==> src/rtl/exec_pkg.sv <==
`default_nettype none

package exec_pkg;

    // ========================================
    // Widths and constants
    // ========================================
    typedef logic [31:0] word_t;
    typedef logic [4:0]  reg_idx_t;

    localparam int DMEM_WORDS = 64;        // Data memory depth in words.

    typedef enum logic [2:0] {
        ALU_ADD,
        ALU_SUB,
        ALU_AND,
        ALU_OR,
        ALU_XOR,
        ALU_SLT,
        ALU_PASS_B                         // Used for the JAL link value.
    } alu_op_e;

    // ========================================
    // Stage-to-stage payloads
    // ========================================
    typedef struct packed {
        word_t    pc;
        word_t    imm;
        reg_idx_t rs1;
        reg_idx_t rs2;
        reg_idx_t rd;
        word_t    src1_r;                  // Register-file values read at issue.
        word_t    src2_r;
        alu_op_e  alu_op;
        logic     src2_is_imm;
        logic     gpr_we;
        logic     is_load;
        logic     is_store;
        logic     is_branch;
        logic     branch_ne;
        logic     is_jal;
    } uop_t;

    typedef struct packed {
        reg_idx_t rd;
        logic     gpr_we;
        logic     is_load;
        logic     is_store;
        word_t    result;                  // ALU value, or the address for memory ops.
        word_t    store_data;
    } mem_req_t;

    typedef struct packed {
        reg_idx_t rd;
        word_t    data;
    } retire_t;

endpackage

`default_nettype wire

==> src/rtl/regfile.sv <==
`default_nettype none

module regfile (
    input  wire                     clk,
    input  wire                     rst,
    input  wire exec_pkg::reg_idx_t rs1_addr,
    input  wire exec_pkg::reg_idx_t rs2_addr,
    output exec_pkg::word_t         rs1_data,
    output exec_pkg::word_t         rs2_data,
    input  wire                     we,
    input  wire exec_pkg::retire_t  wb
);
    import exec_pkg::*;

    word_t regs [1:31];                    // x0 has no storage.

    always_ff @(posedge clk or posedge rst) begin
        if (rst) begin
            for (int i = 1; i < 32; i++) begin
                regs[i] <= '0;
            end
        end else if (we && wb.rd != '0) begin
            regs[wb.rd] <= wb.data;
        end
    end

    // Same-cycle writes are visible on the read ports.
    assign rs1_data = (rs1_addr == '0)            ? '0 :
                      (we && wb.rd == rs1_addr)   ? wb.data : regs[rs1_addr];
    assign rs2_data = (rs2_addr == '0)            ? '0 :
                      (we && wb.rd == rs2_addr)   ? wb.data : regs[rs2_addr];

endmodule

`default_nettype wire

==> config.mk <==
export PLATFORM = sky130hd
export DESIGN_NAME = regfile
export DESIGN_NICKNAME = d
export VERILOG_FILES = /design/src/rtl/exec_pkg.sv /design/src/rtl/regfile.sv
export SDC_FILE = /design/constraint.sdc
export NUM_CORES = 2
export LEC_CHECK = 0
export BUFFER_PORTS_ARGS = -buffer_cell sky130_fd_sc_hd__buf_4
export CORE_ASPECT_RATIO = 0.75
export CORE_UTILIZATION = 60
export CTS_CLUSTER_DIAMETER = 200
export DETAILED_ROUTE_END_ITERATION = 8
export PLACE_DENSITY = 0.77
export SETUP_SLACK_MARGIN = 0.5
export SYNTH_ARGS = -nofsm -noshare
export SYNTH_HDL_FRONTEND = slang
export SYNTH_SLANG_ARGS = --single-unit
==> constraint.sdc <==
create_clock -name clk -period 44.2 [get_ports clk]
set_input_delay 6.63 -clock clk [delete_from_list [all_inputs] [get_ports clk]]
set_output_delay 6.63 -clock clk [all_outputs]
set_load 0.02 [all_outputs]
Word level (Yosys, flattened, before mapping)
Index checks and enable logic that the tools add are counted.
{"block": "word_totals", "ff_bits": 992, "output_inout_bits": 64}
{"block": "classes", "reduce_logical": 7, "n_eq_ne": 2, "mux": 13, "bitwise_logic": 3, "magnitude_cmp": 4}
{"op": "bitwise mux 992 bit", "count": 1}
{"op": "binary-select mux 32 bit (select 5 bit)", "count": 2}
{"op": "two-way mux 32 bit", "count": 9}
{"op": "demux 32 bit (select 5 bit)", "count": 1}
{"op": "greater-or-equal comparator 6 bit, second input constant", "count": 3}
{"op": "NOT 5 -> 6 bit", "count": 3}
{"op": "equality test 5 bit", "count": 2}
{"op": "zero test 5 bit", "count": 2}
{"op": "< comparator 6 x 1 -> 1 bit, second input constant", "count": 1}
{"op": "nonzero test 5 bit", "count": 1}
{"op": "logical AND 1 bit", "count": 4}

Depth between registers and ports, before layout
{"block": "logic_depth", "word_depth": 6, "depth_mapped": 9, "ltp_nobuf": 5}

Least setup slack after synthesis
No wires, ideal clock.
{"block": "synth_timing", "path_type": "input to output", "start": "in rs1_addr[4]", "end": "out rs1_data[17]", "cell_stages": 8, "slack_ns": 29.133, "arrival_ns": 8.437, "required_ns": 37.570, "n_path_buf": 4, "cell_sequence": "buf_2 -> buf_6 -> buf_6 -> inv_2 -> nand3_1 -> clkbuf_1 -> o22ai_1 -> o41ai_1"}
{"block": "synth_between", "elab_chain_len": 6, "word_cells_on_any_way": 9}
{"item": "start: declaration", "line_no": "regfile.sv:6", "source": "input wire exec_pkg::reg_idx_t rs1_addr,"}
{"item": "NOT 5 -> 6 bit (not written as such)", "line_no": "regfile.sv:29", "source": "(we && wb.rd == rs1_addr) ? wb.data : regs[rs1_addr];"}
{"item": "binary-select mux 32 bit (select 5 bit)", "line_no": "regfile.sv:29"}
{"item": "two-way mux 32 bit (not written as such) (2 in series)", "line_no": "regfile.sv:29"}
{"item": "two-way mux 32 bit", "line_no": "regfile.sv:29"}
{"item": "two-way mux 32 bit *", "line_no": "regfile.sv:28", "source": "assign rs1_data = (rs1_addr == '0) ? '0 :"}
{"item": "end: declaration", "line_no": "regfile.sv:8", "source": "output exec_pkg::word_t rs1_data,"}
Mark *: on every way between the ends. The rest lies on a longest branch, timed or not. The select of a mux whose other input is x is not followed.

Worst setup path after layout
{"block": "layout_timing", "start": "in rs2_addr[0]", "end": "out rs2_data[18]"}
{"block": "layout_between", "elab_chain_len": 6, "word_cells_on_any_way": 9}
{"item": "start: declaration", "line_no": "regfile.sv:7", "source": "input wire exec_pkg::reg_idx_t rs2_addr,"}
{"item": "NOT 5 -> 6 bit (not written as such)", "line_no": "regfile.sv:31", "source": "(we && wb.rd == rs2_addr) ? wb.data : regs[rs2_addr];"}
{"item": "binary-select mux 32 bit (select 5 bit)", "line_no": "regfile.sv:31"}
{"item": "two-way mux 32 bit (not written as such) (2 in series)", "line_no": "regfile.sv:31"}
{"item": "two-way mux 32 bit", "line_no": "regfile.sv:31"}
{"item": "two-way mux 32 bit *", "line_no": "regfile.sv:30", "source": "assign rs2_data = (rs2_addr == '0) ? '0 :"}
{"item": "end: declaration", "line_no": "regfile.sv:9", "source": "output exec_pkg::word_t rs2_data,"}
Marks and branches as above.

==> flow_summary.ini <==
[run_status]
status = complete, no violations

[worst_hold_path]
hold_path.class = reg -> reg

[job]
drv_cap = 0

[detailed_routing]
firstDrtPassIters = 7
drc = 0
drtAntennaViolNets = 0
viasPerCell = 7.63
wl_per_cell_um = 36.0
vias = 37000
drtIter0Drc = 4885
wl_um = 175000

[die]
dieWidth_um = 348
die_h_um = 262
core_area_um2 = 88400
num_rows = 94
die-area_um2 = 91200
io_pins = 114
floorplan.initialDensity_pct = 61.1

[timing]
final_max_slew_viol_count = 0
fin_tns_setup_ns = 0
slew_headroom_pct = 8.89
min_period_over_period_pct = 38.6
min_period_ns = 17.07
fmax_ghz = 0.0586
fin_ws_ns = 27.13
final_hold_viol_count = 0
grt_setup_unrepaired = no
worstMarginPinSlew_ns = 1.37
finalClockSkew_ns = 0
setup_viol = 0

[pwr]
power_switching_mw = 0.766
switching_share_pct = 28.6
p_leak_nw = 25.2
seqPwrFrac_pct = 45.9
power_density_nw_per_um2 = 45.8
p_comb_share_pct = 22.1
p_clk_share_pct = 32.0
p_int_mw = 1.91
vdd_ir_drop_max_uv = 31.2

[setup_path]
crit_fanout = 43
crit_chain = buf_8 > buf_4 > buf_4 > mux4_2 > a22o_1 > a221oi_1 > o31a_1 > a211oi_1 > buf_4
cp-start-kind = input pin
crit_buf_inv = 4
slowest_stage = buf_4
arrival_ns = 10.44
path_class = in -> out
critical-path-top-delay-family = buffers and inverters
critPathMaxStageDelay_ns = 0.77
crit_required_ns = 37.57
endpoint_kind = output pin
cp_common_cell = buf_4

[yosys]
syn_nets = 3724
synth_edf_count = 0
yosysWarnings = 0
syn_inst = 3674
seq_area_frac_synth_pct = 46.0
synth-seq-cells = 992
yosysUniqueCellTypes = 60
avgSynthCellArea_um2 = 14.7
synth-async-reset-ratio_pct = 100
synth_area_um2 = 54000
ys_dominant_reg_cell = dfrtp_1

[global_routing]
grt_pass1_vias = 37600
grt_pass1_wl_um = 258000
grt_start_max_net_pins = 202
grt_usage_pct = 38.6
antenna_found_initial = 3
grt_overflow_total = 0

[layout]
largest_reg_flops = 992
nNetsFinal = 3621
syn_to_final_growth_pct = 8.21
drive_gt1_share_pct = 51.0
largestRegisters = regs: 992 flops
largest_register = regs

[placed_design]
dpl.hpwl_um = 101000
pre_cts_slack_ns = 27.22
gp_congestion = 0.871
port_buffers = 113

[clock_tree]
cts_buffers = 100
cts_setup_buffers = 0
cts_resized = 0
cts_tree = done
cts_root_buffer = clkbuf_16
cts.clk_slew.worst_paths_ns = 0.06
cts_num_sinks = 992
clk_path_buf_depth = 3
hold_buffers = 0
clk_latency_ns = 0.69
h-tree-depth = 3
==> through the flow <==
step	hold WS, ns	area [um^2]	util [%]	std cells	power, mW
after detailed placement	0.503	55200	62.4	4669	1.81
after CTS	0.512	58400	66.1	4844	2.66
final	0.519	58400	66.1	4846	2.68
after global routing	0.533	58400	66.1	4845	2.76
after floorplan	0.470	54000	-	3674	1.64
after global placement	0.481	55200	62.4	4669	1.77
==> Yosys cell counts (all sizes together), types with 22 or more instances <==
master / instances / area share [%]
mux2: 1077 / 22
dfrtp: 992 / 46
mux4: 420 / 18
buf: 252 / 2.8
clkbuf: 151 / 1.0
mux2i: 121 / 2.2
nor2: 89 / 0.62
nand2: 78 / 0.54
a221oi: 71 / 1.2
nor3: 63 / 0.59
a211oi: 60 / 0.98
o22ai: 59 / 0.68
a22o: 31 / 0.50
nand3: 29 / 0.28
o221ai: 22 / 0.36
==> layer usage <==
layer	global-route usage (%)	routed length [um]
met1	52.0	65600
met2	57.6	77700
met3	12.0	21600
met4	18.8	9760
met5	0	0
==> final timing paths <==
| kind | slack, ns | cells after the start | endpoint | from |
|---|---|---|---|---|
| worst max-delay path | 27.13 | 9 | rs2_data[18] | rs2_addr[0] |
| worst min-delay path | 0.52 | 1 | regs[375] | regs[375] |
| worst max register to register | 43.34 | 1 | regs[374] | regs[374] |
| worst min register to register | 0.52 | 1 | regs[375] | regs[375] |
| max in group asynchronous | 35.42 | 4 | regs[301] | rst |
| min in group asynchronous | 6.11 | 2 | regs[521] | rst |
==> logic make-up (layout without fill, tap and decap cells) <==
| kind of cell | after synthesis | after routing | share of synthesized area [%] |
|---|---|---|---|
| flip-flops | 992 | 992 | 46.0 |
| other | 0 | 2 | 0 |
| AO/OA/AOI/OAI | 334 | 334 | 5.02 |
| AND/OR/NAND/NOR | 311 | 311 | 2.71 |
| multiplexers | 1618 | 1618 | 42.2 |
| buffers and inverters | 409 | 379 | 3.90 |
| XOR/XNOR | 10 | 10 | 0.176 |
==> cell type report <==
type                            count  area (um^2)
Clock buffer                      151         2960
Clock inverter                     24          268
Sequential cell                   992        24800
Antenna cell                        2         5.00
Fill cell                        6018        30000
Inverter                            6         31.3
Multi-Input combinational cell   2273        27300
Timing Repair Buffer              198         1530
Tap cell                         1200         1500
==> layout by cell type, fill, tap and decap left out, types with 16 or more instances in the layout <==
cell,count
clkbuf_1,26
a211oi_1,44
nand3_1,27
mux2_1,55
nor2_4,16
mux2i_1,121
a211oi_2,16
buf_4,193
mux2_2,1022
o22ai_1,59
clkbuf_16,101
o221ai_1,22
mux4_2,420
nand2_1,63
a221oi_1,71
nor3_1,62
nor2_1,72
clkbuf_8,24
a22o_1,31
dfrtp_1,992
==> power by group through the flow <==
stage,clock network [mW],registers (mW),logic [mW]
after global routing,0.895,1.25,0.621
after global placement,0,1.21,0.560
after CTS,0.859,1.22,0.585
final,0.857,1.23,0.591
after floorplan,0,1.19,0.456
after detailed placement,0,1.23,0.581
(Power assumes the default switching activity.)
