File: config.mk
export PLATFORM = sky130hd
export DESIGN_NAME = lsu
export DESIGN_NICKNAME = d
export VERILOG_FILES = /design/src/rtl/exec_pkg.sv /design/src/rtl/lsu.sv
export SDC_FILE = /design/constraint.sdc
export NUM_CORES = 2
export LEC_CHECK = 0
export ABC_CLOCK_PERIOD_IN_PS = 3000
export BUFFER_PORTS_ARGS = -buffer_cell sky130_fd_sc_hd__buf_2
export CAP_MARGIN = 20
export CORE_MARGIN = 10
export CORE_UTILIZATION = 56
export CTS_CLUSTER_DIAMETER = 40
export DETAILED_ROUTE_END_ITERATION = 8
export HOLD_SLACK_MARGIN = 0.12
export PLACE_DENSITY_LB_ADDON = 0.2
export SETUP_SLACK_MARGIN = 0.02
export SLEW_MARGIN = 20
export SYNTH_ARGS = -nofsm -noshare
export SYNTH_HDL_FRONTEND = slang
export SYNTH_SLANG_ARGS = --single-unit
File: constraint.sdc
create_clock -name clk -period 3 [get_ports clk]
set_input_delay 0.3 -clock clk [delete_from_list [all_inputs] [get_ports clk]]
set_output_delay 0.3 -clock clk [all_outputs]
set_load 0.01 [all_outputs]
File: src/rtl/exec_pkg.sv
`default_nettype none

package exec_pkg;

    // ========================================
    // Widths and constants
    // ========================================
    typedef logic [31:0] word_t;
    typedef logic [4:0]  reg_idx_t;

    localparam int DMEM_WORDS = 64;        // Data memory depth in words.

    typedef enum logic [2:0] {
        ALU_ADD,
        ALU_SUB,
        ALU_AND,
        ALU_OR,
        ALU_XOR,
        ALU_SLT,
        ALU_PASS_B                         // Used for the JAL link value.
    } alu_op_e;

    // ========================================
    // Stage-to-stage payloads
    // ========================================
    typedef struct packed {
        word_t    pc;
        word_t    imm;
        reg_idx_t rs1;
        reg_idx_t rs2;
        reg_idx_t rd;
        word_t    src1_r;                  // Register-file values read at issue.
        word_t    src2_r;
        alu_op_e  alu_op;
        logic     src2_is_imm;
        logic     gpr_we;
        logic     is_load;
        logic     is_store;
        logic     is_branch;
        logic     branch_ne;
        logic     is_jal;
    } uop_t;

    typedef struct packed {
        reg_idx_t rd;
        logic     gpr_we;
        logic     is_load;
        logic     is_store;
        word_t    result;                  // ALU value, or the address for memory ops.
        word_t    store_data;
    } mem_req_t;

    typedef struct packed {
        reg_idx_t rd;
        word_t    data;
    } retire_t;

endpackage

`default_nettype wire

File: src/rtl/lsu.sv
`default_nettype none

module lsu (
    input  wire                       clk,
    input  wire                       rst,
    input  wire                       mem_valid,
    input  wire exec_pkg::mem_req_t   mem_req,
    output logic                      lsu_ready,
    output logic                      load_done,
    output exec_pkg::word_t           load_data,
    output logic                      retire_valid,
    output exec_pkg::retire_t         retire
);
    import exec_pkg::*;

    localparam int AW = $clog2(DMEM_WORDS);

    typedef enum logic {IDLE, LOAD_WAIT} state_e;

    state_e   state;
    word_t    dmem [DMEM_WORDS];
    reg_idx_t ld_rd;
    logic [AW-1:0] ld_idx;
    logic     accept;

    assign lsu_ready = (state == IDLE);
    assign accept    = mem_valid && lsu_ready;
    assign load_data = retire.data;

    always_ff @(posedge clk or posedge rst) begin
        if (rst) begin
            state        <= IDLE;
            retire_valid <= 1'b0;
            load_done    <= 1'b0;
        end else begin
            retire_valid <= (accept && !mem_req.is_load) || (state == LOAD_WAIT);
            load_done    <= (state == LOAD_WAIT);
            if (state == LOAD_WAIT) begin
                state <= IDLE;
            end else if (accept && mem_req.is_load) begin
                state <= LOAD_WAIT;
            end
        end
    end

    always_ff @(posedge clk) begin
        if (state == LOAD_WAIT) begin
            retire <= '{rd: ld_rd, data: dmem[ld_idx]};
        end else if (accept) begin
            ld_rd  <= mem_req.rd;
            ld_idx <= mem_req.result[AW+1:2];
            retire <= '{rd: mem_req.gpr_we ? mem_req.rd : '0, data: mem_req.result};
            if (mem_req.is_store) begin
                dmem[mem_req.result[AW+1:2]] <= mem_req.store_data;
            end
        end
    end

    a_addr_range: assert property (@(posedge clk) disable iff (rst)
        accept && (mem_req.is_load || mem_req.is_store) |-> mem_req.result[31:AW+2] == '0)
        else $error("Data address %h outside memory.", mem_req.result);

endmodule

`default_nettype wire

# Word-level counts from Yosys, hierarchy flattened
# Memory sizes are Yosys's and may differ from the RTL's. A register that Yosys moved wholly into a read port is not among the register bits.
# Index checks and enable logic that the tools add are counted.
[word_totals] ram_bits=2048 n_memories=1 out_inout_bits=72 elab_cells=26 input_bits=75 rom_bits=0 latch_bits=0 ff_bits=51
[mem_list] name="dmem" depth=64 word_bits=32 rd=1 rd_ports_with_merged_regs=1 write_ports=1 line_no="lsu.sv:21" text="word_t dmem [DMEM_WORDS];"
[op_classes] add_sub_neg=0 n_mul=0 div_mod_pow=0 magnitude_cmp=0 n_reduce_logical=7 n_bitwise=1 n_shift=0 eq_ne=0 mux=10
[ops] operator="2-to-1 mux 37 bit" n=2
[ops] operator="2-to-1 mux 1 bit" n=6
[ops] operator="2-to-1 mux 6 bit" n=1
[ops] operator="2-to-1 mux 5 bit" n=1
[ops] operator="logical AND 1 bit" n=3
[ops] operator="AND reduction 2 bit" n=1
[ops] operator="nonzero test 2 bit" n=1
[ops] operator="zero test 1 bit" n=1
[ops] operator="logical OR 1 bit" n=1
[ops] operator="inverter 1 bit" n=1

# Depth between registers and ports, before layout
[depth] ltp_word=5 mapped_depth=10 mapped_depth_nobuf=7

# Least setup slack after synthesis
# OpenSTA, ideal clock, no wires.
[synth_path] kind="flip-flop to flip-flop" from="reg state" to="mem dmem[59][0] (netlist bit) (enable)" arrival_time_ns=2.914 path_buffers=0 period_less_slack_ns=3.335 setup_time_ns=0.421 slack_ns=-0.335 required_time_ns=2.579 path_stages_with_launch=8 path_cell_list="dfrtp_1 -> inv_1 -> nand2_1 -> clkinv_1 -> nand2_1 -> nor2_1 -> nand3_1 -> nor2_1"
[synth_via] elab_chain_cells=5
[synth_rtl] item="from (decl)" line_no="lsu.sv:20" text="state_e state;"
[synth_rtl] item="from (signal assigned)" line_no="lsu.sv:32" text="state <= IDLE;"
[synth_rtl] item="from (signal assigned)" line_no="lsu.sv:39" text="state <= IDLE;"
[synth_rtl] item="from (signal assigned)" line_no="lsu.sv:41" text="state <= LOAD_WAIT;"
[synth_rtl] item="inverter 1 bit (no line)"
[synth_rtl] item="via lsu_ready" line_no="lsu.sv:8" text="output logic lsu_ready,"
[synth_rtl] item="logical AND 1 bit" line_no="lsu.sv:27" text="assign accept = mem_valid && lsu_ready;"
[synth_rtl] item="2-to-1 mux 1 bit" line_no="lsu.sv:49" text="end else if (accept) begin"
[synth_rtl] item="2-to-1 mux 1 bit" line_no="lsu.sv:47" text="if (state == LOAD_WAIT) begin"
[synth_rtl] item="2-to-1 mux 1 bit (implied by the code)" line_no="lsu.sv:54" text="dmem[mem_req.result[AW+1:2]] <= mem_req.store_data;"
[synth_rtl] item="to (decl)" line_no="lsu.sv:21"
# The timed path passes the listed nets, and every way through them passes these cells.

==> out/metrics.cfg <==
[cts]
cts.path.max_buffers = 3
clkTransAtPathRegs_ns = 0.06
cts_sinks = 2105
clk-insertion-delay-late_ns = 0.86
h-tree-depth = 4
tritoncts = built
numCtsBuffers = 229
clockRootBuffer = clkbuf_16

[routing]
drc = 0
wl_per_cell_um = 33.02
routed_via_density = 6.501
postRouteAntennaNets = 0
drt_iter0_drc = 5170
dr.pass1.iters = 5
vias = 42240
routed_wl_um = 214500

[min_path]
hp-class = primary input to flip-flop
hp-start = mem_req[25]

[timing]
fin_crit_sh = 0.9740
relSlewSlack = 0.2272
fmaxAchievable_ghz = 0.3422
hold_viol = 0
drv_slew = 0
tightest_slew_ns = 1.159
setup_viol = 0
rsz0062_at_grt = false
clock_skew_ns = 0.03242
period_minus_slack_ns = 2.922
timing.hold.ws_ns = 0.1390

[die]
dieArea_sq_um = 159500
coreArea_sq_um = 143300
die_h_um = 399.3
start_util = 0.5623
num_rows = 139
top_level_ports = 147
die_w_um = 399.3

[place]
place_hpwl_um = 125800
dp.cells = 6012
port_buffers = 146
gp_congestion = 0.8143

[logic_synthesis]
seq_area_frac_synth = 0.7836
synth_common_cells = 2096 x edfxtp_1, 352 x mux4_2, 256 x mux2i_1
yosys_most_used_dff = edfxtp_1
synthCells = 3902
async_reset_ff_frac = 0.001425
synth_warnings = 0
yosysMostFrequentCell = edfxtp_1
mappedNetlistNets = 3977
syn_area_per_cell_sq_um = 20.65
synth_top_area_frac = 0.7811
synth_area_sq_um = 80570
yosysUniqueCellTypes = 42
synth.area.top_cells = edfxtp_1 78%, mux4_2 9.8%, mux2i_1 3.2%
yosys.area.top_type = edfxtp_1
synth_edf_count = 2096
synth-seq-cells = 2105

[power_and_ir_drop]
finalPower_mw = 65.26
power_density_nw_per_um2 = 686.1
p_leak_nw = 30.81
vdd_drop_max_uv = 651.3

[global_route]
grt_pass1_vias = 42341
antenna_found_initial = 12
grt_pass1_wl_um = 306000
overflow = 0
grt_max_degree = 65
grtUsageTotal = 0.2692

[worst_setup_path]
path_max_fanout = 25
worstSetupEndpointType = flip-flop
crit_type = flip-flop to flip-flop
worstPathRequired_ns = 3.58
critPathLaunchType = flip-flop
critical_path_arrival_ns = 3.50

[layout]
finalNonFillerCells = 6497
nets = 4475
area_growth_pct = 18.06
drive_above_1_share = 0.2816

[outcome]
outcome = finished, final reports clean

[run]
cap_violations = 0

## registers in the layout, summed over array words and instances (netlist names), named ones only
name,cells
load_data,32
ld_rd,5
state,1
load_done,1
retire,5
retire_valid,1
dmem,2048
ld_idx,6
## layout by cell type (no fill, tap or decap), types with 4 or more instances in the layout
cell type	Yosys	routed
inv_6	0	22
o22ai_1	64	64
nor2b_1	101	99
nand2_1	95	94
edfxtp_1	2096	2096
mux4_2	352	352
clkinv_2	0	19
clkinv_4	0	15
nor4_1	63	62
clkinvlp_4	0	18
a211oi_1	64	64
buf_2	108	131
nor2_1	197	130
dlygate4sd3_1	0	49
o211ai_1	32	32
mux2i_1	256	256
diode_2	0	6
buf_12	0	124
a21oi_1	95	87
mux2_2	31	31
clkinv_8	0	4
clkbuf_1	73	38
clkinv_1	1	39
nor2_4	0	67
a21oi_2	0	6
bufinv_16	0	24
buf_4	48	206
a22oi_1	128	128
clkbuf_16	0	233
o32ai_1	32	29
inv_8	0	5
a22o_1	4	4
## critical path: stages (launching register included)
cell,delay [ns]
dfxtp_4,0.40
buf_12,0.23
buf_12,0.21
buf_12,0.20
buf_16,0.21
buf_12,0.22
mux4_2,0.32
a22oi_1,0.22
nand2_1,0.15
a21oi_4,0.35
nand2_1,0.09
## through the flow
step | util | worst slack (ns) | area (sq um) | setup TNS (ns)
2_1_floorplan | - | -0.3353 | 80610 | -465.98
3_3_place_gp | 0.6055 | -0.2801 | 86770 | -0.8889
3_5_place_dp | 0.6055 | -0.2787 | 86770 | -0.9272
4_1_cts | 0.6608 | 0.02789 | 94690 | 0
5_1_grt | 0.6637 | 0.02920 | 95120 | 0
6_report | 0.6638 | 0.07805 | 95130 | 0
## report_power, final
| group | total [mW] | leakage (nW) | internal (mW) | switching (mW) |
|---|---|---|---|---|
| sequential | 32.7 | 19.0 | 32.5 | 0.190 |
| combinational | 4.68 | 8.19 | 1.92 | 2.76 |
| clock | 27.9 | 3.63 | 16.4 | 11.5 |
## logic make-up (layout without fill, tap and decap cells)
kind of cell | Yosys count | after routing | share of synthesized area
AO/OA/AOI/OAI | 423 | 423 | 0.03610
AND/OR/NAND/NOR | 480 | 480 | 0.02871
multiplexers | 640 | 640 | 0.1347
buffers and inverters | 254 | 940 | 0.01696
flip-flops | 2105 | 2105 | 0.7836
other | 0 | 6 | 0
## final cells by class
class,instances,area [sq um]
inverter,4,15.01
antenna,6,15.01
sequential,2105,63150
tap,1903,2381
multi-input combinational,1543,16700
clock buffer,273,5989
timing repair buffer,517,5316
fill,9224,48180
clock inverter,146,1559
## final timing paths
check | slack, ns | to | cells past startpoint
setup / recovery | 0.08 | load_data[20]$_DFFE_PP_ | 10
hold reg to reg | 0.43 | flip-flop | 2
min in group asynchronous | 0.54 | retire_valid$_DFF_PP0_ | 4
hold / removal | 0.14 | dmem[41][25]$_DFFE_PP_ | 1
setup reg to reg | 0.08 | load_data[20]$_DFFE_PP_ | 10
max in group asynchronous | 2.17 | state$_DFF_PP0_ | 4
## metal layers
| layer | global-route usage | routed length [um] | up-vias |
|---|---|---|---|
| met2 | 0.4135 | 100500 | 2293 |
| li1 | - | - | 17194 |
| met3 | 0.06289 | 23300 | 345 |
| met1 | 0.3884 | 84430 | 22406 |
| met4 | 0.08018 | 6295 | 2 |
| met5 | 0 | 11 | - |
## what timing repair did
item                                   CTS  global route
endpoints found under the hold margin  307          1088
gates resized for setup                 11            11
setup buffers                            0             8
pin swaps                                0             3
hold buffers                            32            17
setup endpoints to repair               30            63
cloned                                   0             1
Power figures use the tool's default switching activity.
