**src/rtl/exec_pkg.sv**
```systemverilog
`default_nettype none

package exec_pkg;

    // ========================================
    // Widths and constants
    // ========================================
    typedef logic [31:0] word_t;
    typedef logic [4:0]  reg_idx_t;

    localparam int DMEM_WORDS = 64;        // Data memory depth in words.

    typedef enum logic [2:0] {
        ALU_ADD,
        ALU_SUB,
        ALU_AND,
        ALU_OR,
        ALU_XOR,
        ALU_SLT,
        ALU_PASS_B                         // Used for the JAL link value.
    } alu_op_e;

    // ========================================
    // Stage-to-stage payloads
    // ========================================
    typedef struct packed {
        word_t    pc;
        word_t    imm;
        reg_idx_t rs1;
        reg_idx_t rs2;
        reg_idx_t rd;
        word_t    src1_r;                  // Register-file values read at issue.
        word_t    src2_r;
        alu_op_e  alu_op;
        logic     src2_is_imm;
        logic     gpr_we;
        logic     is_load;
        logic     is_store;
        logic     is_branch;
        logic     branch_ne;
        logic     is_jal;
    } uop_t;

    typedef struct packed {
        reg_idx_t rd;
        logic     gpr_we;
        logic     is_load;
        logic     is_store;
        word_t    result;                  // ALU value, or the address for memory ops.
        word_t    store_data;
    } mem_req_t;

    typedef struct packed {
        reg_idx_t rd;
        word_t    data;
    } retire_t;

endpackage

`default_nettype wire

```
**src/rtl/issue_stage.sv**
```systemverilog
`default_nettype none

module issue_stage (
    input  wire                     clk,
    input  wire                     rst,
    input  wire                     inst_valid,
    input  wire exec_pkg::word_t    inst_word,
    input  wire exec_pkg::word_t    inst_pc,
    output logic                    inst_ready,
    input  wire                     redirect_valid,
    input  wire exec_pkg::word_t    redirect_pc,
    output exec_pkg::reg_idx_t      rs1_addr,
    output exec_pkg::reg_idx_t      rs2_addr,
    input  wire exec_pkg::word_t    rs1_data,
    input  wire exec_pkg::word_t    rs2_data,
    output logic                    uop_valid,
    output exec_pkg::uop_t          uop,
    input  wire                     exu_ready
);
    import exec_pkg::*;

    localparam logic [6:0] OPC_OP     = 7'b0110011;
    localparam logic [6:0] OPC_OP_IMM = 7'b0010011;
    localparam logic [6:0] OPC_LOAD   = 7'b0000011;
    localparam logic [6:0] OPC_STORE  = 7'b0100011;
    localparam logic [6:0] OPC_BRANCH = 7'b1100011;
    localparam logic [6:0] OPC_JAL    = 7'b1101111;

    uop_t        dec;
    logic        supported;
    logic        pending;                  // Waiting for the redirect target word.
    logic        drop;
    logic        take;
    logic [2:0]  funct3;

    assign funct3   = inst_word[14:12];
    assign rs1_addr = inst_word[19:15];
    assign rs2_addr = inst_word[24:20];

    always_comb begin
        dec         = '0;
        dec.pc      = inst_pc;
        dec.rs1     = inst_word[19:15];
        dec.rs2     = inst_word[24:20];
        dec.rd      = inst_word[11:7];
        dec.src1_r  = rs1_data;
        dec.src2_r  = rs2_data;
        dec.alu_op  = ALU_ADD;
        supported   = 1'b1;
        case (inst_word[6:0])
            OPC_OP: begin
                dec.gpr_we = 1'b1;
                case (funct3)
                    3'b000:  dec.alu_op = inst_word[30] ? ALU_SUB : ALU_ADD;
                    3'b010:  dec.alu_op = ALU_SLT;
                    3'b100:  dec.alu_op = ALU_XOR;
                    3'b110:  dec.alu_op = ALU_OR;
                    3'b111:  dec.alu_op = ALU_AND;
                    default: supported  = 1'b0;
                endcase
            end
            OPC_OP_IMM, OPC_LOAD: begin
                dec.imm         = {{20{inst_word[31]}}, inst_word[31:20]};
                dec.rs2         = '0;
                dec.src2_is_imm = 1'b1;
                dec.gpr_we      = 1'b1;
                dec.is_load     = (inst_word[6:0] == OPC_LOAD);
                supported       = dec.is_load ? (funct3 == 3'b010) : (funct3 == 3'b000);
            end
            OPC_STORE: begin
                dec.imm = {{20{inst_word[31]}}, inst_word[31:25], inst_word[11:7]};
                dec.rd          = '0;
                dec.src2_is_imm = 1'b1;
                dec.is_store    = 1'b1;
                supported       = (funct3 == 3'b010);
            end
            OPC_BRANCH: begin
                dec.imm = {{19{inst_word[31]}}, inst_word[31], inst_word[7],
                           inst_word[30:25], inst_word[11:8], 1'b0};
                dec.rd        = '0;
                dec.alu_op    = ALU_SUB;
                dec.is_branch = 1'b1;
                dec.branch_ne = funct3[0];
                supported     = (funct3[2:1] == 2'b00);
            end
            OPC_JAL: begin
                dec.imm = {{11{inst_word[31]}}, inst_word[31], inst_word[19:12],
                           inst_word[20], inst_word[30:21], 1'b0};
                dec.rs1    = '0;
                dec.rs2    = '0;
                dec.alu_op = ALU_PASS_B;
                dec.gpr_we = 1'b1;
                dec.is_jal = 1'b1;
            end
            default: supported = 1'b0;
        endcase
    end

    assign drop       = redirect_valid || (pending && inst_pc != redirect_pc);
    assign inst_ready = drop || !uop_valid || exu_ready;
    assign take       = inst_valid && inst_ready && !drop;

    always_ff @(posedge clk or posedge rst) begin
        if (rst) begin
            pending   <= 1'b0;
            uop_valid <= 1'b0;
        end else if (redirect_valid) begin
            pending   <= 1'b1;             // The held micro-op is on the wrong path.
            uop_valid <= 1'b0;
        end else begin
            if (take) begin
                pending <= 1'b0;
            end
            if (take) begin
                uop_valid <= 1'b1;
            end else if (exu_ready) begin
                uop_valid <= 1'b0;
            end
        end
    end

    always_ff @(posedge clk) begin
        if (take) begin
            uop <= dec;
        end
    end

    a_supported_op: assert property (@(posedge clk) disable iff (rst) take |-> supported)
        else $error("Unsupported instruction %h accepted at pc %h.", inst_word, inst_pc);

endmodule

`default_nettype wire

```
**config.mk**
```make
export PLATFORM = sky130hd
export DESIGN_NAME = issue_stage
export DESIGN_NICKNAME = d
export VERILOG_FILES = /design/src/rtl/exec_pkg.sv /design/src/rtl/issue_stage.sv
export SDC_FILE = /design/constraint.sdc
export NUM_CORES = 1
export LEC_CHECK = 0
export ABC_AREA = 1
export BUFFER_PORTS_ARGS = -buffer_cell sky130_fd_sc_hd__buf_4
export CORE_AREA = 2 2 127 129
export CTS_CLUSTER_DIAMETER = 50
export DETAILED_ROUTE_END_ITERATION = 8
export DIE_AREA = 0 0 129 131
export GPL_TIMING_DRIVEN = 1
export PLACE_DENSITY = 0.69
export SLEW_MARGIN = 20
export SYNTH_ARGS = -nofsm -noshare
export SYNTH_HDL_FRONTEND = slang
export SYNTH_SLANG_ARGS = --single-unit
```
**constraint.sdc**
```tcl
create_clock -name clk -period 5 [get_ports clk]
set_clock_uncertainty 0.1 [all_clocks]
set_input_delay 1 -clock clk [delete_from_list [all_inputs] [get_ports clk]]
set_output_delay 1 -clock clk [all_outputs]
set_load 0.01 [all_outputs]
```
==> Word-level counts from Yosys, hierarchy flattened <==
Index checks and enable logic that the tools add are counted.
{ "classes": {"eq_ne": 11, "n_reduce_logical": 16, "muxes": 14} }
{ "ops": {"columns": ["cell", "count"], "rows": [
  ["32-bit case mux with 4 select lines", 1],
  ["32-bit != test", 1],
  ["3-bit case mux with 5 select lines", 1],
  ["7-bit by 6-bit == test with 1-bit output, second input constant", 2],
  ["7-bit == test, second input constant", 2],
  ["1-bit two-way mux", 10],
  ["3-bit == test, second input constant", 3],
  ["3-bit case mux with 3 select lines", 1],
  ["7-bit by 2-bit == test with 1-bit output, second input constant", 1],
  ["7-bit by 5-bit == test with 1-bit output, second input constant", 1],
  ["3-bit OR reduction", 2],
  ["2-bit OR reduction", 2],
  ["4-bit OR reduction", 1],
  ["3-bit by 2-bit == test with 1-bit output, second input constant", 1],
  ["1-bit logical AND", 3],
  ["3-bit zero test", 1],
  ["1-bit logical OR", 3],
  ["3-bit nonzero test", 1],
  ["1-bit zero test", 2],
  ["2-bit two-way mux", 1],
  ["2-bit nonzero test", 1]
]} }
{ "totals": {"regBits": 155, "out_inout_bits": 165} }

==> Longest topological paths before layout <==
{ "logic_depth": {"word_depth": 9, "depth_mapped": 12, "depth_no_buf": 12} }

==> Worst setup path after synthesis <==
Ideal clock, no wire load.
{ "synth_timing": {"kind": "input to register", "startpoint": "input inst_pc[10]", "endpoint": "register uop[0] (netlist name), enable pin", "t_required_ns": 4.405, "path_slack_ns": 0.023, "setup_ns": 0.495, "stages": 12, "arrival_ns": 4.382, "n_path_buf": 0, "cell_sequence": "inv_1 nand2_1 nand2_1 inv_1 nand2_1 nor2_1 nand2_1 nor2_1 nand3_1 nand2_1 nand2_1 inv_1"} }
{ "synth_via": {"elab_chain_cells": 7, "elab_cells_between_ends": 8, "cone_classes": "eq/ne (1); reduce/logical (7)"} }
{ "synth_lines": {"columns": ["item", "line", "text"], "rows": [
  ["start, declared", "issue_stage.sv:8", "input wire exec_pkg::word_t inst_pc,"],
  ["32-bit != test (*)", "issue_stage.sv:99", "assign drop = redirect_valid || (pending && inst_pc != redirect_pc);"],
  ["1-bit logical AND (*)", "issue_stage.sv:99", null],
  ["1-bit logical OR (*)", "issue_stage.sv:99", null],
  ["1-bit logical OR (2 in a row)", "issue_stage.sv:100", "assign inst_ready = drop || !uop_valid || exu_ready;"],
  ["1-bit logical AND", "issue_stage.sv:101", "assign take = inst_valid && inst_ready && !drop;"],
  ["1-bit logical AND (*)", "issue_stage.sv:101", null],
  ["via take", "issue_stage.sv:33", "logic take;"],
  ["end signal, assigned", "issue_stage.sv:124", "uop <= dec;"],
  ["end, declared", "issue_stage.sv:17", "output exec_pkg::uop_t uop,"]
]} }
The timed path passes the listed nets; every way through them passes the cells marked *.
A chain may end at the register's enable or synchronous reset.

==> Final worst setup path <==
{ "layout_timing": {"startpoint": "input redirect_pc[12]", "endpoint": "output inst_ready"} }
{ "layout_via": {"elab_chain_cells": 5} }
{ "layout_lines": {"columns": ["item", "line", "text"], "rows": [
  ["start, declared", "issue_stage.sv:11", "input wire exec_pkg::word_t redirect_pc,"],
  ["32-bit != test", "issue_stage.sv:99", null],
  ["1-bit logical AND", "issue_stage.sv:99", null],
  ["1-bit logical OR", "issue_stage.sv:99", null],
  ["1-bit logical OR (2 in a row)", "issue_stage.sv:100", null],
  ["end, declared", "issue_stage.sv:9", "output logic inst_ready,"]
]} }
No other way between the ends.

==> results.txt <==
- The initial utilization of the core area, before any placement, comes to 36.1%.
- Synth top area cells: sky130_fd_sc_hd__edfxtp_1 76%, sky130_fd_sc_hd__nand2_1 6.7%, sky130_fd_sc_hd__inv_1 5.4%, sky130_fd_sc_hd__buf_4 2.8%, sky130_fd_sc_hd__nor2_1 2.1%
* Cts bufs inserted: 17
* Number of design-rule violations left by the first detailed-router iteration: 214
- Fraction of the yosys area taken by sequential cells: roughly 77%
- In this run the worst path has a maximum fanout of 2.
- MaxCap Viol Count: 0
- For the worst setup path, the data required time is 3900 ps.
- After clock tree synthesis, the repair step resized 0 gates.
- Final hold viol count: 0
* Count of placed standard cells in the final layout, fillers left out: 989
- Post-CTS timing repair inserted 0 buffers for setup.
* Number of placed cells counting well taps: 959
* Met2 layer wire length in the routed design: 8080 µm
- Entering global routing, the biggest net connects between 60 and 70 pins.
* Total power divided by cell area: between 300 and 400 nW/µm²
* First-pass iteration count of the detailed router: 5
- Number of standard cells after synthesis: 433
- Worst slew pin tran: 623 ps
- Cell area after synthesis: between 5000 and 6000 µm²
- Clock edge transition at the registers on the reported setup and hold paths: 60 ps
- Number of hold-repair buffers added at the cts stage: 0
* Detailed-route wire length: 15300 µm
- The tree is rooted in a sky130_fd_sc_hd__clkbuf_16.
- Wire length of the first global-routing pass: between 20000 and 25000 µm
* Number of vias per cell: approximately 4.3
* Boundary pin count: 330
* Std cell rows: 46
- Overflow left after global routing: 0
- For this block, wires on met1 add up to 5670 µm.
- Arr. time, crit path: roughly 2200 ps
- The die covers 16900 µm².
* Ratio of cells with drive above 1 in the final layout: 48.1%
- After detailed routing, no signal wire sits above met4.
- Predominant post-synthesis flop cell: sky130_fd_sc_hd__edfxtp_1
* Worst-Skew Late Latency: 410 ps
- Synthesis-to-layout area growth: 57.5%
- Yosys mapped a number of flops with a built-in enable equal to 142.
- Fraction of registers with async set or reset after synthesis: 1.39%
- Die width: 129 µm
* Number of synthesized register bits: ~140
* Vias post-DR: 4274
* Number of levels the H-tree was split into: 4
- The number of global-route vias before repair came to 4131.
- The number of cells on the worst reg-to-reg path is 5.
- When the netlist entered floorplanning its net count stood at 598.
* Most common library cells after synthesis: 142 x sky130_fd_sc_hd__edfxtp_1, 101 x sky130_fd_sc_hd__nand2_1, 81 x sky130_fd_sc_hd__inv_1
* Capturing point of the worst reg2reg path: uop[52]
- End point of the critical path: inst_ready
- Hold Path Class: input pin to asynchronous set/reset pin
- Number of max-slew violations in the final report: 0
- Across the VDD grid, the largest voltage drop is 0.230 mV.
- The run finished with clean final reports.
- A synthesized cell averages 13.0 µm².
- Average routed wire per standard cell: 15.5 µm
- Worst Path Class, Setup: input pin to output port
- From bottom edge to top edge, the die measures ~130 µm.
* Final worst-path cycle share: between 60 and 70%
* Count of filler cells inserted in the layout: approximately 1300
- Crit. End Element: output port
- Global routing used 17.0% of the available tracks.
* RSZ-0062 raised after global routing: no
* Count of antenna-violating nets left after detailed routing: 0
- The setup check on the worst reg-to-reg path leaves a slack of approximately 2700 ps.
- Fraction of synthesized cell area taken by the top area cell type: about 76%
* Cell with the most instances after synthesis: sky130_fd_sc_hd__edfxtp_1
- TritonCTS built the clock tree.
- Area of the placeable core: 15600 µm²
- In this run the static leakage power is 4.05 nW.
* Number of warnings reported in the yosys synthesis log: 0
- Counting every sink on the clock net gives between 100 and 150.
- Layout net count: 927
- The startpoint identified for the worst register-to-register timing path is pending.
- Count of input and output buffers: 329
- The clock passes through at most 2 buffers.
- Final critical-path required period: between 3000 and 4000 ps
* Startpoint class of the critical path: input pin
- Static timing analysis puts the maximum clock frequency at 305 MHz.
- Headroom to the max-slew limit: 58.5%
- Detailed placement HPWL: ~12000 µm
- Length of routed met3 wiring: 1190 µm
* Antenna violations before repair: 0
- 0 antenna diodes ended up in the layout.
- The critical path starts at redirect_pc[12].
- Total setup violations reported at the end of the flow: 0
- Total DRC errors in the routed layout: 0
- Post-route setup TNS: 0 ps
- The largest total area in the synthesized netlist belongs to sky130_fd_sc_hd__edfxtp_1.
- Placer congestion estimate: 0.865
* Number of unique standard cell types used by synthesis: 24
cells in the final DEF (no fill, tap or decap), types with 4 or more instances in the layout:
cell type,n
sky130_fd_sc_hd__bufinv_16,5
sky130_fd_sc_hd__inv_2,4
sky130_fd_sc_hd__nand2_1,101
sky130_fd_sc_hd__nand3_1,6
sky130_fd_sc_hd__o21ai_0,15
sky130_fd_sc_hd__clkbuf_16,17
sky130_fd_sc_hd__inv_1,80
sky130_fd_sc_hd__nor2_1,31
sky130_fd_sc_hd__buf_4,330
sky130_fd_sc_hd__xnor2_1,9
sky130_fd_sc_hd__edfxtp_1,142
final cells by class:
type                       instances  area [µm²]  share of cell area (%)
sequential                       144        4310                    48.7
timing repair buffer             331        2500                    28.2
multi-input combinational        183         837                    9.44
clock buffer                      20         437                    4.93
inverter                          85         324                    3.66
tap                              216         270                    3.05
clock inverter                    10         186                    2.10
where the power goes:
| group | switching, W | internal, W | total (W) |
|---|---|---|---|
| combinational | 0.0000705 | 0.000109 | 0.000179 |
| clock | 0.000461 | 0.000880 | 0.00134 |
| sequential | 0.000000000000552 | 0.00132 | 0.00132 |
per-stage QoR:
step | instance area (µm²) | hold WS (ps) | worst slack, ps | utilization [%] | total power [W]
6_report | 8870 | 337 | 1730 | 56.8 | 0.00284
5_1_grt | 8870 | 332 | 1520 | 56.8 | 0.00294
4_1_cts | 8870 | 321 | 1690 | 56.8 | 0.00288
3_5_place_dp | 8240 | 479 | 1500 | 52.8 | 0.00153
3_3_place_gp | 8240 | 442 | 1560 | 52.8 | 0.00152
2_1_floorplan | 5630 | 426 | 23.0 | - | 0.00140
kinds of logic after synthesis:
| group | Yosys count | synth area share (%) |
|---|---|---|
| DFF | 144 | 76.7 |
| and+or+nand+nor | 149 | 10.9 |
| xor gates and xnor gates | 9 | 1.40 |
| AOI/OAI and AO/OA | 25 | 2.53 |
| buffers and inverters | 106 | 8.47 |
critical path, stage by stage:
cell and delay (ps):
sky130_fd_sc_hd__buf_4 110, sky130_fd_sc_hd__xnor2_1 230, sky130_fd_sc_hd__nand2_1 90, sky130_fd_sc_hd__nor2_1 120, sky130_fd_sc_hd__nand2_1 100, sky130_fd_sc_hd__nor2_1 110, sky130_fd_sc_hd__nand3_1 90, sky130_fd_sc_hd__nand2_1 100
sky130_fd_sc_hd__nand3_1 80, sky130_fd_sc_hd__buf_4 150
sequential cells by signal, summed over array words and instances (netlist names):
name,count
uop,142
uop_valid,1
pending,1
how the worst min path moves through the flow:
stage	start	end	slack, ps	cells after the start
CTS	rst	uop_valid	320	2
global route	rst	pending	330	2
detailed placement	pending	pending	480	2
finish	rst	uop_valid	340	2
floorplan	pending	pending	430	2
global placement	pending	pending	440	2
routing by layer:
| layer | track usage (%) | up-vias |
|---|---|---|
| li1 | - | 2054 |
| met1 | 18.7 | 1996 |
| met2 | 30.3 | 201 |
| met3 | 5.21 | 23 |
| met4 | 7.48 | 0 |
| met5 | 0 | - |
No activity file was read; power rests on OpenSTA's default activity.
