File: src/rtl/exec_pkg.sv
`default_nettype none

package exec_pkg;

    // ========================================
    // Widths and constants
    // ========================================
    typedef logic [31:0] word_t;
    typedef logic [4:0]  reg_idx_t;

    localparam int DMEM_WORDS = 64;        // Data memory depth in words.

    typedef enum logic [2:0] {
        ALU_ADD,
        ALU_SUB,
        ALU_AND,
        ALU_OR,
        ALU_XOR,
        ALU_SLT,
        ALU_PASS_B                         // Used for the JAL link value.
    } alu_op_e;

    // ========================================
    // Stage-to-stage payloads
    // ========================================
    typedef struct packed {
        word_t    pc;
        word_t    imm;
        reg_idx_t rs1;
        reg_idx_t rs2;
        reg_idx_t rd;
        word_t    src1_r;                  // Register-file values read at issue.
        word_t    src2_r;
        alu_op_e  alu_op;
        logic     src2_is_imm;
        logic     gpr_we;
        logic     is_load;
        logic     is_store;
        logic     is_branch;
        logic     branch_ne;
        logic     is_jal;
    } uop_t;

    typedef struct packed {
        reg_idx_t rd;
        logic     gpr_we;
        logic     is_load;
        logic     is_store;
        word_t    result;                  // ALU value, or the address for memory ops.
        word_t    store_data;
    } mem_req_t;

    typedef struct packed {
        reg_idx_t rd;
        word_t    data;
    } retire_t;

endpackage

`default_nettype wire

File: src/rtl/alu.sv
`default_nettype none

module alu (
    input  wire exec_pkg::alu_op_e op,
    input  wire exec_pkg::word_t   a,
    input  wire exec_pkg::word_t   b,
    output exec_pkg::word_t        result,
    output logic                   equal
);
    import exec_pkg::*;

    always_comb begin
        case (op)
            ALU_ADD:    result = a + b;
            ALU_SUB:    result = a - b;
            ALU_AND:    result = a & b;
            ALU_OR:     result = a | b;
            ALU_XOR:    result = a ^ b;
            ALU_SLT:    result = {31'b0, $signed(a) < $signed(b)};
            ALU_PASS_B: result = b;
            default:    result = '0;
        endcase
    end

    assign equal = (a == b);               // Branch compare on the raw operands.

endmodule

`default_nettype wire

File: src/rtl/exu.sv
`default_nettype none

module exu #(
    parameter int BYPASS_DEPTH = 4
) (
    input  wire                     clk,
    input  wire                     rst,
    input  wire                     uop_valid,
    input  wire exec_pkg::uop_t     uop,
    output logic                    exu_ready,
    output logic                    mem_valid,
    output exec_pkg::mem_req_t      mem_req,
    input  wire                     lsu_ready,
    input  wire                     load_done,
    input  wire exec_pkg::word_t    load_data,
    output logic                    redirect_valid,
    output exec_pkg::word_t         redirect_pc
);
    import exec_pkg::*;

    // ========================================
    // Forwarding table with the youngest entry first
    // ========================================
    reg_idx_t byp_rd    [BYPASS_DEPTH];
    word_t    byp_data  [BYPASS_DEPTH];
    logic     byp_valid [BYPASS_DEPTH];
    logic     byp_pend  [BYPASS_DEPTH];
    word_t    fdata     [BYPASS_DEPTH];   // Table contents with this cycle's load filled in.
    logic     fpend     [BYPASS_DEPTH];
    logic     fill_done;

    word_t src1, src2, op_b, alu_result, target;
    logic  wait1, wait2, alu_equal, taken, accept, shift;

    always_comb begin
        fill_done = 1'b0;
        for (int i = BYPASS_DEPTH - 1; i >= 0; i--) begin
            fdata[i] = byp_data[i];
            fpend[i] = byp_pend[i];
            if (load_done && !fill_done && byp_valid[i] && byp_pend[i]) begin
                fdata[i]  = load_data;    // Oldest pending load gets the return data.
                fpend[i]  = 1'b0;
                fill_done = 1'b1;
            end
        end
    end

    always_comb begin
        src1  = uop.src1_r;
        src2  = uop.src2_r;
        wait1 = 1'b0;
        wait2 = 1'b0;
        for (int i = BYPASS_DEPTH - 1; i >= 0; i--) begin
            if (byp_valid[i] && byp_rd[i] == uop.rs1 && uop.rs1 != '0) begin
                src1  = fdata[i];
                wait1 = fpend[i];
            end
            if (byp_valid[i] && byp_rd[i] == uop.rs2 && uop.rs2 != '0) begin
                src2  = fdata[i];
                wait2 = fpend[i];
            end
        end
    end

    assign exu_ready = (!mem_valid || lsu_ready) && !wait1 && !wait2;
    assign accept    = uop_valid && exu_ready && !redirect_valid;
    assign shift     = accept && uop.gpr_we;
    assign op_b      = uop.is_jal ? uop.pc + 32'd4 : (uop.src2_is_imm ? uop.imm : src2);

    alu alu_i (.op(uop.alu_op), .a(src1), .b(op_b), .result(alu_result), .equal(alu_equal));
    alu target_alu_i (.op(ALU_ADD), .a(uop.pc), .b(uop.imm), .result(target), .equal());

    assign taken = uop.is_jal || (uop.is_branch && (alu_equal != uop.branch_ne));

    always_ff @(posedge clk or posedge rst) begin
        if (rst) begin
            for (int i = 0; i < BYPASS_DEPTH; i++) begin
                byp_valid[i] <= 1'b0;
                byp_pend[i]  <= 1'b0;
            end
        end else if (shift) begin
            byp_valid[0] <= 1'b1;
            byp_pend[0]  <= uop.is_load;
            for (int i = 1; i < BYPASS_DEPTH; i++) begin
                byp_valid[i] <= byp_valid[i-1];
                byp_pend[i]  <= fpend[i-1];
            end
        end else begin
            for (int i = 0; i < BYPASS_DEPTH; i++) begin
                byp_pend[i] <= fpend[i];
            end
        end
    end

    always_ff @(posedge clk) begin
        if (shift) begin
            byp_rd[0]   <= uop.rd;
            byp_data[0] <= alu_result;
            for (int i = 1; i < BYPASS_DEPTH; i++) begin
                byp_rd[i]   <= byp_rd[i-1];
                byp_data[i] <= fdata[i-1];
            end
        end else begin
            for (int i = 0; i < BYPASS_DEPTH; i++) begin
                byp_data[i] <= fdata[i];
            end
        end
    end

    // ========================================
    // Output register and redirect
    // ========================================
    always_ff @(posedge clk or posedge rst) begin
        if (rst) begin
            mem_valid      <= 1'b0;
            redirect_valid <= 1'b0;
        end else begin
            if (accept) begin
                mem_valid <= 1'b1;
            end else if (lsu_ready) begin
                mem_valid <= 1'b0;
            end
            redirect_valid <= accept && taken;
        end
    end

    always_ff @(posedge clk) begin
        if (accept) begin
            mem_req <= '{rd: uop.rd, gpr_we: uop.gpr_we, is_load: uop.is_load,
                         is_store: uop.is_store, result: alu_result, store_data: src2};
        end
        if (accept && taken) begin
            redirect_pc <= target;
        end
    end

    a_fill_found: assert property (@(posedge clk) disable iff (rst)
        load_done |-> fill_done)
        else $error("Load data returned with no pending entry in the forwarding table.");

endmodule

`default_nettype wire

File: config.mk
export PLATFORM = sky130hd
export DESIGN_NAME = exu
export DESIGN_NICKNAME = d
export VERILOG_FILES = /design/src/rtl/exec_pkg.sv /design/src/rtl/alu.sv /design/src/rtl/exu.sv
export SDC_FILE = /design/constraint.sdc
export NUM_CORES = 1
export LEC_CHECK = 0
export BUFFER_PORTS_ARGS = -buffer_cell sky130_fd_sc_hd__buf_2
export CORE_ASPECT_RATIO = 0.9
export CORE_UTILIZATION = 60
export CTS_BUF_LIST = sky130_fd_sc_hd__clkbuf_16
export DETAILED_ROUTE_END_ITERATION = 12
export PLACE_DENSITY_LB_ADDON = 0.05
export SLEW_MARGIN = 20
export SYNTH_ARGS = -nofsm -noshare
export SYNTH_HDL_FRONTEND = slang
export SYNTH_SLANG_ARGS = --single-unit
File: constraint.sdc
create_clock -name clk -period 8.1 [get_ports clk]
set_clock_uncertainty 0.1 [all_clocks]
set_input_delay 0.405 -clock clk [delete_from_list [all_inputs] [get_ports clk]]
set_output_delay 0.405 -clock clk [all_outputs]
set_load 0.02 [all_outputs]
### Word level (Yosys, flattened, before mapping)

Memory sizes are Yosys's and may differ from the RTL's.
Index checks and enable logic that the tools add are counted.

| storage, ports and cells | value |
|---|---|
| logic and storage cells | 134 |
| RAM bits | 148 |
| memories kept | 2 |
| output and inout bits | 107 |
| input bits | 190 |
| register bits | 114 |

Memories:

| memory | words | bits a word | rd ports | clocked after Yosys merged registers in | wr ports | line | source |
|---|---|---|---|---|---|---|---|
| byp_data | 4 | 32 | 4 | 0 | 4 | exu.sv:25 | `word_t byp_data [BYPASS_DEPTH];` |
| byp_rd | 4 | 5 | 4 | 0 | 4 | exu.sv:24 | `reg_idx_t byp_rd [BYPASS_DEPTH];` |

| cells by class | value |
|---|---|
| bitwise operators | 7 |
| mux-type cells | 40 |
| order comparisons | 1 |
| equal/unequal tests | 16 |
| add/sub/neg operators | 4 |
| reduce and logical (&&, ||, !) cells | 47 |

Operator list:

| cell | count |
|---|---|
| 32-bit 2-to-1 mux | 18 |
| 32-bit case mux with 7 select lines | 1 |
| 32-bit adder | 2 |
| 5-bit == test | 8 |
| 1-bit logical AND | 34 |
| 32-bit by 3-bit adder with 32-bit output, second input constant | 1 |
| 32-bit bitwise AND | 1 |
| 32-bit == test | 1 |
| 32-bit < comparator | 1 |
| 32-bit bitwise OR | 1 |
| 32-bit subtractor | 1 |
| 32-bit XOR | 1 |
| 1-bit 2-to-1 mux | 20 |
| 5-bit nonzero test | 2 |
| 3-bit == test, second input constant | 3 |
| 1-bit zero test | 7 |
| 3-bit by 2-bit == test with 1-bit output, second input constant | 2 |
| 4-bit 2-to-1 mux | 1 |
| 1-bit bitwise OR | 4 |
| 3-bit by 1-bit == test with 1-bit output, second input constant | 1 |
| 3-bit zero test | 1 |
| 1-bit logical OR | 2 |
| 2-bit nonzero test | 1 |
| 1-bit != test | 1 |

### Depth between registers and ports, before layout

| logic depth | value |
|---|---|
| word-level depth | 28 |
| depth in mapped cells | 23 |
| depth with buffers taken out | 19 |

### By module

Synthesis repeated with hierarchy kept, for this count alone.

| second synthesis, totals | value |
|---|---|
| cell total of the unflattened synthesis | 3034 |
| area, all modules | 25129.1 µm² |

Modules (own cells, without submodules):

| module | cells each | area each (µm²) | sequential area each (µm²) | instances |
|---|---|---|---|---|
| exu | 1366 | 13978.4 | 6536.3 | 1 |
| alu at target_alu_i | 875 | 5793.1 | 0.0 | 1 |
| alu at alu_i | 793 | 5357.6 | 0.0 | 1 |

### Worst setup path before layout

Ideal clock, no wire load.

| timing | value |
|---|---|
| path kind | input -> register |
| from | input uop[80] (netlist name) |
| to | register redirect_pc[0] (enable) |
| data required time | 7578 ps |
| library setup time | 422 ps |
| stages | 19 |
| arrival | 5931 ps |
| buffers on the path | 3 |
| setup slack | 1647 ps |
| cell sequence | buf_2 > or4_4 > o211a_1 > and2_1 > buf_6 > buf_4 > mux2_1 > a221o_1 > mux2i_1 > nor2_1 > a21o_1 > ha_1 > or4_1 > nor4_1 > and2_1 > nand4_1 > xnor2_1 > a21oi_1 > nor2_1 |

| on the way | value |
|---|---|
| word-level cells in the longest chain between the ends | 14 |
| elaborated cells on any way between the ends | 32 |
| those cells by class | eq/ne: 6; mux: 10; reduce/logical: 16 |

RTL lines:

| element | line | source |
|---|---|---|
| start, declared | exu.sv:9 | `input wire exec_pkg::uop_t uop,` |
| 5-bit == test | exu.sv:58 | `if (byp_valid[i] && byp_rd[i] == uop.rs2 && uop.rs2 != '0) begin` |
| 1-bit logical AND (2 in series) | exu.sv:58 |  |
| 32-bit 2-to-1 mux (3 in series) | exu.sv:58 |  |
| 32-bit 2-to-1 mux (*) | exu.sv:58 |  |
| named net src2[17] | exu.sv:32 | `word_t src1, src2, op_b, alu_result, target;` |
| 32-bit 2-to-1 mux (*) (2 in series) | exu.sv:68 | `assign op_b = uop.is_jal ? uop.pc + 32'd4 : (uop.src2_is_imm ? uop.imm : src2);` |
| 32-bit == test (*) | alu.sv:25 | `assign equal = (a == b);` |
| 1-bit != test (*) | exu.sv:73 | `assign taken = uop.is_jal \|\| (uop.is_branch && (alu_equal != uop.branch_ne));` |
| 1-bit logical AND (*) | exu.sv:73 |  |
| 1-bit logical OR (*) | exu.sv:73 |  |
| 1-bit logical AND (*) | exu.sv:132 | `if (accept && taken) begin` |
| end signal, assigned | exu.sv:133 | `redirect_pc <= target;` |
| end, declared | exu.sv:17 | `output exec_pkg::word_t redirect_pc` |

Mark *: on every way through the listed nets, which the timed path passes. The rest lies on a longest branch.
A chain may end at the register's enable or synchronous reset.

==> flow_metrics.py <==
metrics = {
    "power": {
        "internal_power_consumption_mw": 3.42,
        "power.share.switching_pct": 40.7,
        "total_power_mw": 5.77,
        "power_frac_comb_pct": 42.4,
        "cellPowerDensity_nw_per_um2": 236,
        "switching_power_mw": 2.35,
        "power_frac_clock_pct": 23.4,
        "seq_power_share_pct": 34.2,
        "peakVddDrop_mv": 0.199,
        "leakage_power_total_nw": 10.6,
    },
    "synthesis": {
        "postSynthNetCount": 2827,
        "syn_inst": 2489,
        "synth_ff_type": "dfxtp_1",
        "ys_warn_count": 0,
        "synthesis.area_per_instance_um2": 8.64,
        "top_cells_by_instance_count_after_synthesis": "mux2i_1 (200), a21oi_1 (196), nand2_1 (194)",
        "netlist_area_um2": 21500,
        "asyncSetResetFlopFracSynth_pct": 3.82,
        "synth_top_cell_area_share_pct": 17.3,
        "leading_area_contributor_after_synthesis": "edfxtp_1",
        "post_synth_main_area_contributors": "edfxtp_1 (17%), dfxtp_1 (12%), mux2i_1 (9.3%), ha_1 (8.4%), a21oi_1 (4.6%)",
        "synth-edff-count": 124,
        "synthMostInstantiatedCell": "mux2i_1",
        "ys_ff_latch": 262,
        "ys_types": 84,
        "ys_seq_area_share_pct": 30.4,
    },
    "routing": {
        "detailed_routing_iteration_count_for_the_pre_antenna_repair_pass": 12,
        "initialDrtViolationCount": 3090,
        "wl_um": 87700,
        "antenna_left": 0,
        "route.vias.total": 22100,
        "detail_route.wl_per_cell_um": 27.2,
        "via_per_inst": 6.86,
        "drt_drc_violations_left": 0,
    },
    "hold_path": {
        "hold_path.startpoint": "load_data[22]",
        "hold_path_end": "byp_data[1][22]$_DFF_P_",
        "hold_depth": 3,
        "hold_path.class": "input port to flip-flop",
    },
    "grt": {
        "grt_start_max_net_pins": 162,
        "grt.overflow.total": 0,
        "grt_antenna_before_repair": 9,
        "global_route.usage.total_pct": 46.3,
        "grt_pass1_vias": 20700,
        "grt_first_pass_wirelength_um": 128000,
    },
    "die": {
        "die_height_um": 182,
        "die-area_um2": 36600,
        "initial_core_util_pct": 61.2,
        "rows": 65,
        "standard_cell_core_area_um2": 35100,
        "i_o_pin_cnt": 297,
        "die-width_um": 202,
    },
    "sta": {
        "timing.final.hold_violations": 0,
        "final.period_utilization_pct": 89.6,
        "setup-tns-final_ps": 0,
        "final_max_slew_viol_count": 0,
        "max_freq_mhz": 138,
        "unrepaired_setup_endpoints_after_global_routing": "no",
        "finalSetupViolCount": 0,
        "slew-limit-headroom_pct": 26.1,
        "tightest_slew_ps": 1100,
        "finalCriticalPeriod_ps": 7260,
    },
    "worst_setup_path": {
        "startpoint_type": "flip-flop",
        "cp_data_required_time_ps": 8550,
        "critical_path.max_fanout": 33,
        "critical_path.endpoint_type": "flip-flop",
        "critPathKind": "flip-flop to flip-flop",
        "cp.arrival_ps": 7700,
        "r2r_start": "byp_rd[3][4]$_DFFE_PP_",
        "critical_path.startpoint": "byp_rd[3][4]$_DFFE_PP_",
        "worst-r2r-cell-count": 20,
        "reg2reg_to": "byp_data[0][20]$_DFF_P_",
        "r2r_slack_ps": 840,
    },
    "cts": {
        "htree_num_levels": 1,
        "path_clk_slew_ps": 70,
        "clk_path_buf_depth": 3,
        "clock_sink_count": 262,
        "cts-root-buf": "clkbuf_16",
        "post-cts-setup-buffer-count": 0,
        "cts_buffers": 29,
        "clock_insertion_delay_worst_skew_ps": 610,
        "cts.repair.resized": 0,
        "cts_tree": "built",
    },
    "status": {
        "run_status": "finished, final reports clean",
    },
    "finish": {
        "num-fill-cells": 2881,
        "flow.area_growth_from_synthesis_pct": 13.7,
        "finish.cell_count_without_fillers": 3218,
        "design.final.nets": 3056,
        "post_route_cells_drive_above_1_share_pct": 18.0,
    },
    "place": {
        "port_buffers": 296,
        "place_inst": 3142,
        "globalplace.congestion": 1.04,
        "hpwl_um": 64500,
    },
    "job": {
        "max_cap_viol_count": 0,
    },
}
## cells in the final DEF (no fill, tap or decap), types with 26 or more instances in the layout
master,synthesis,routed
nand3_1,54,52
a211oi_1,57,57
o21ai_0,120,120
buf_2,25,296
clkbuf_16,0,30
dfxtp_1,128,128
nand2_1,194,194
xnor2_1,84,84
buf_4,4,47
nor3_1,33,31
nor2_1,193,191
a21o_1,36,36
edfxtp_1,124,124
mux2_2,63,63
o21a_1,65,65
nand4_1,33,33
and2_1,27,26
mux2i_1,200,200
ha_1,145,145
a21oi_1,196,196
xor2_1,36,36
inv_1,118,121
o211ai_1,39,39
## cells by family after synthesis
family	synth area share, %
AOI/OAI and AO/OA	24.0
xor gates and xnor gates	4.89
adders and majority gates	8.72
buffers and inverters	5.19
DFF	30.4
muxes	12.8
and+or+nand+nor	13.9
## power groups by stage
stage / Sequential, mW / Clock [mW] / Combinational (mW)
CTS: 1.96 / 1.35 / 2.35
detailed placement: 1.99 / 0 / 2.32
finish: 1.97 / 1.35 / 2.45
global route: 2.00 / 1.39 / 2.61
floorplan: 2.01 / 0 / 1.55
global placement: 1.97 / 0 / 2.27
## sequential cells by signal, indices dropped and copies added (netlist names)
register and flops:
byp_pend 4, byp_rd 20, mem_req 72, byp_data 128, mem_valid 1, byp_valid 4, redirect_pc 32, redirect_valid 1
## critical path: stages, from the launching register on
cell	delay, ps
edfxtp_1	430
xor2_1	190
nor4_2	330
buf_4	280
and2_2	860
mux2_4	360
a221o_1	410
o221ai_2	220
inv_2	80
ha_1	260
fa_1	480
nor3_1	310
o31ai_1	200
o211ai_1	250
a21oi_1	260
a2111oi_0	760
buf_4	250
o22ai_1	80
xnor2_1	130
o21ai_0	630
mux2_2	290
## worst max-delay path by stage
stage,endpoint,slack [ps],cells past startpoint
global route,byp_data[0][20]$_DFF_P_,550,20
finish,byp_data[0][20]$_DFF_P_,840,20
detailed placement,byp_data[0][20]$_DFF_P_,920,20
CTS,byp_data[0][20]$_DFF_P_,1000,20
global placement,byp_data[0][20]$_DFF_P_,1150,20
floorplan,redirect_pc[0]$_DFFE_PP_,1650,19
## metrics by stage
step / hold WS [ps] / setup WS [ps] / cell area [um^2] / utilization, %
6_report: 4.67 / 844 / 24500 / 69.6
5_1_grt: 10.4 / 553 / 24400 / 69.6
4_1_cts: 1.43 / 1000 / 24400 / 69.5
3_5_place_dp: 317 / 918 / 23300 / 66.5
3_3_place_gp: 313 / 1150 / 23300 / 66.5
2_1_floorplan: 145 / 1650 / 21500 / -
## layer usage
| layer | part of all wire [%] | vias up | global-route usage [%] |
|---|---|---|---|
| met2 | 42 | 1670 | 70.9 |
| li1 | - | 9651 | - |
| met5 | 0.015 | - | 0 |
| met4 | 7.0 | 2 | 26.8 |
| met3 | 13 | 357 | 12.7 |
| met1 | 37 | 10400 | 58.5 |
## what timing repair did
item / in CTS / in global routing
hold buffers: 14 / 0
endpoints found under the setup margin: 0 / 0
endpoints found under the hold margin: 28 / 0
## cell type report
class                   instances  area (um^2)  share of cell area [%]
well taps                     469          587                    2.40
flip-flops and latches        262         6540                    26.7
diodes                          8         20.0                  0.0819
inverters                     123          463                    1.89
repair buffers                358         1990                    8.16
clock inverters                24          193                   0.788
multi-input cells            1944        13900                    56.9
clock buffers                  30          751                    3.07
No activity file was read; power rests on OpenSTA's default activity.
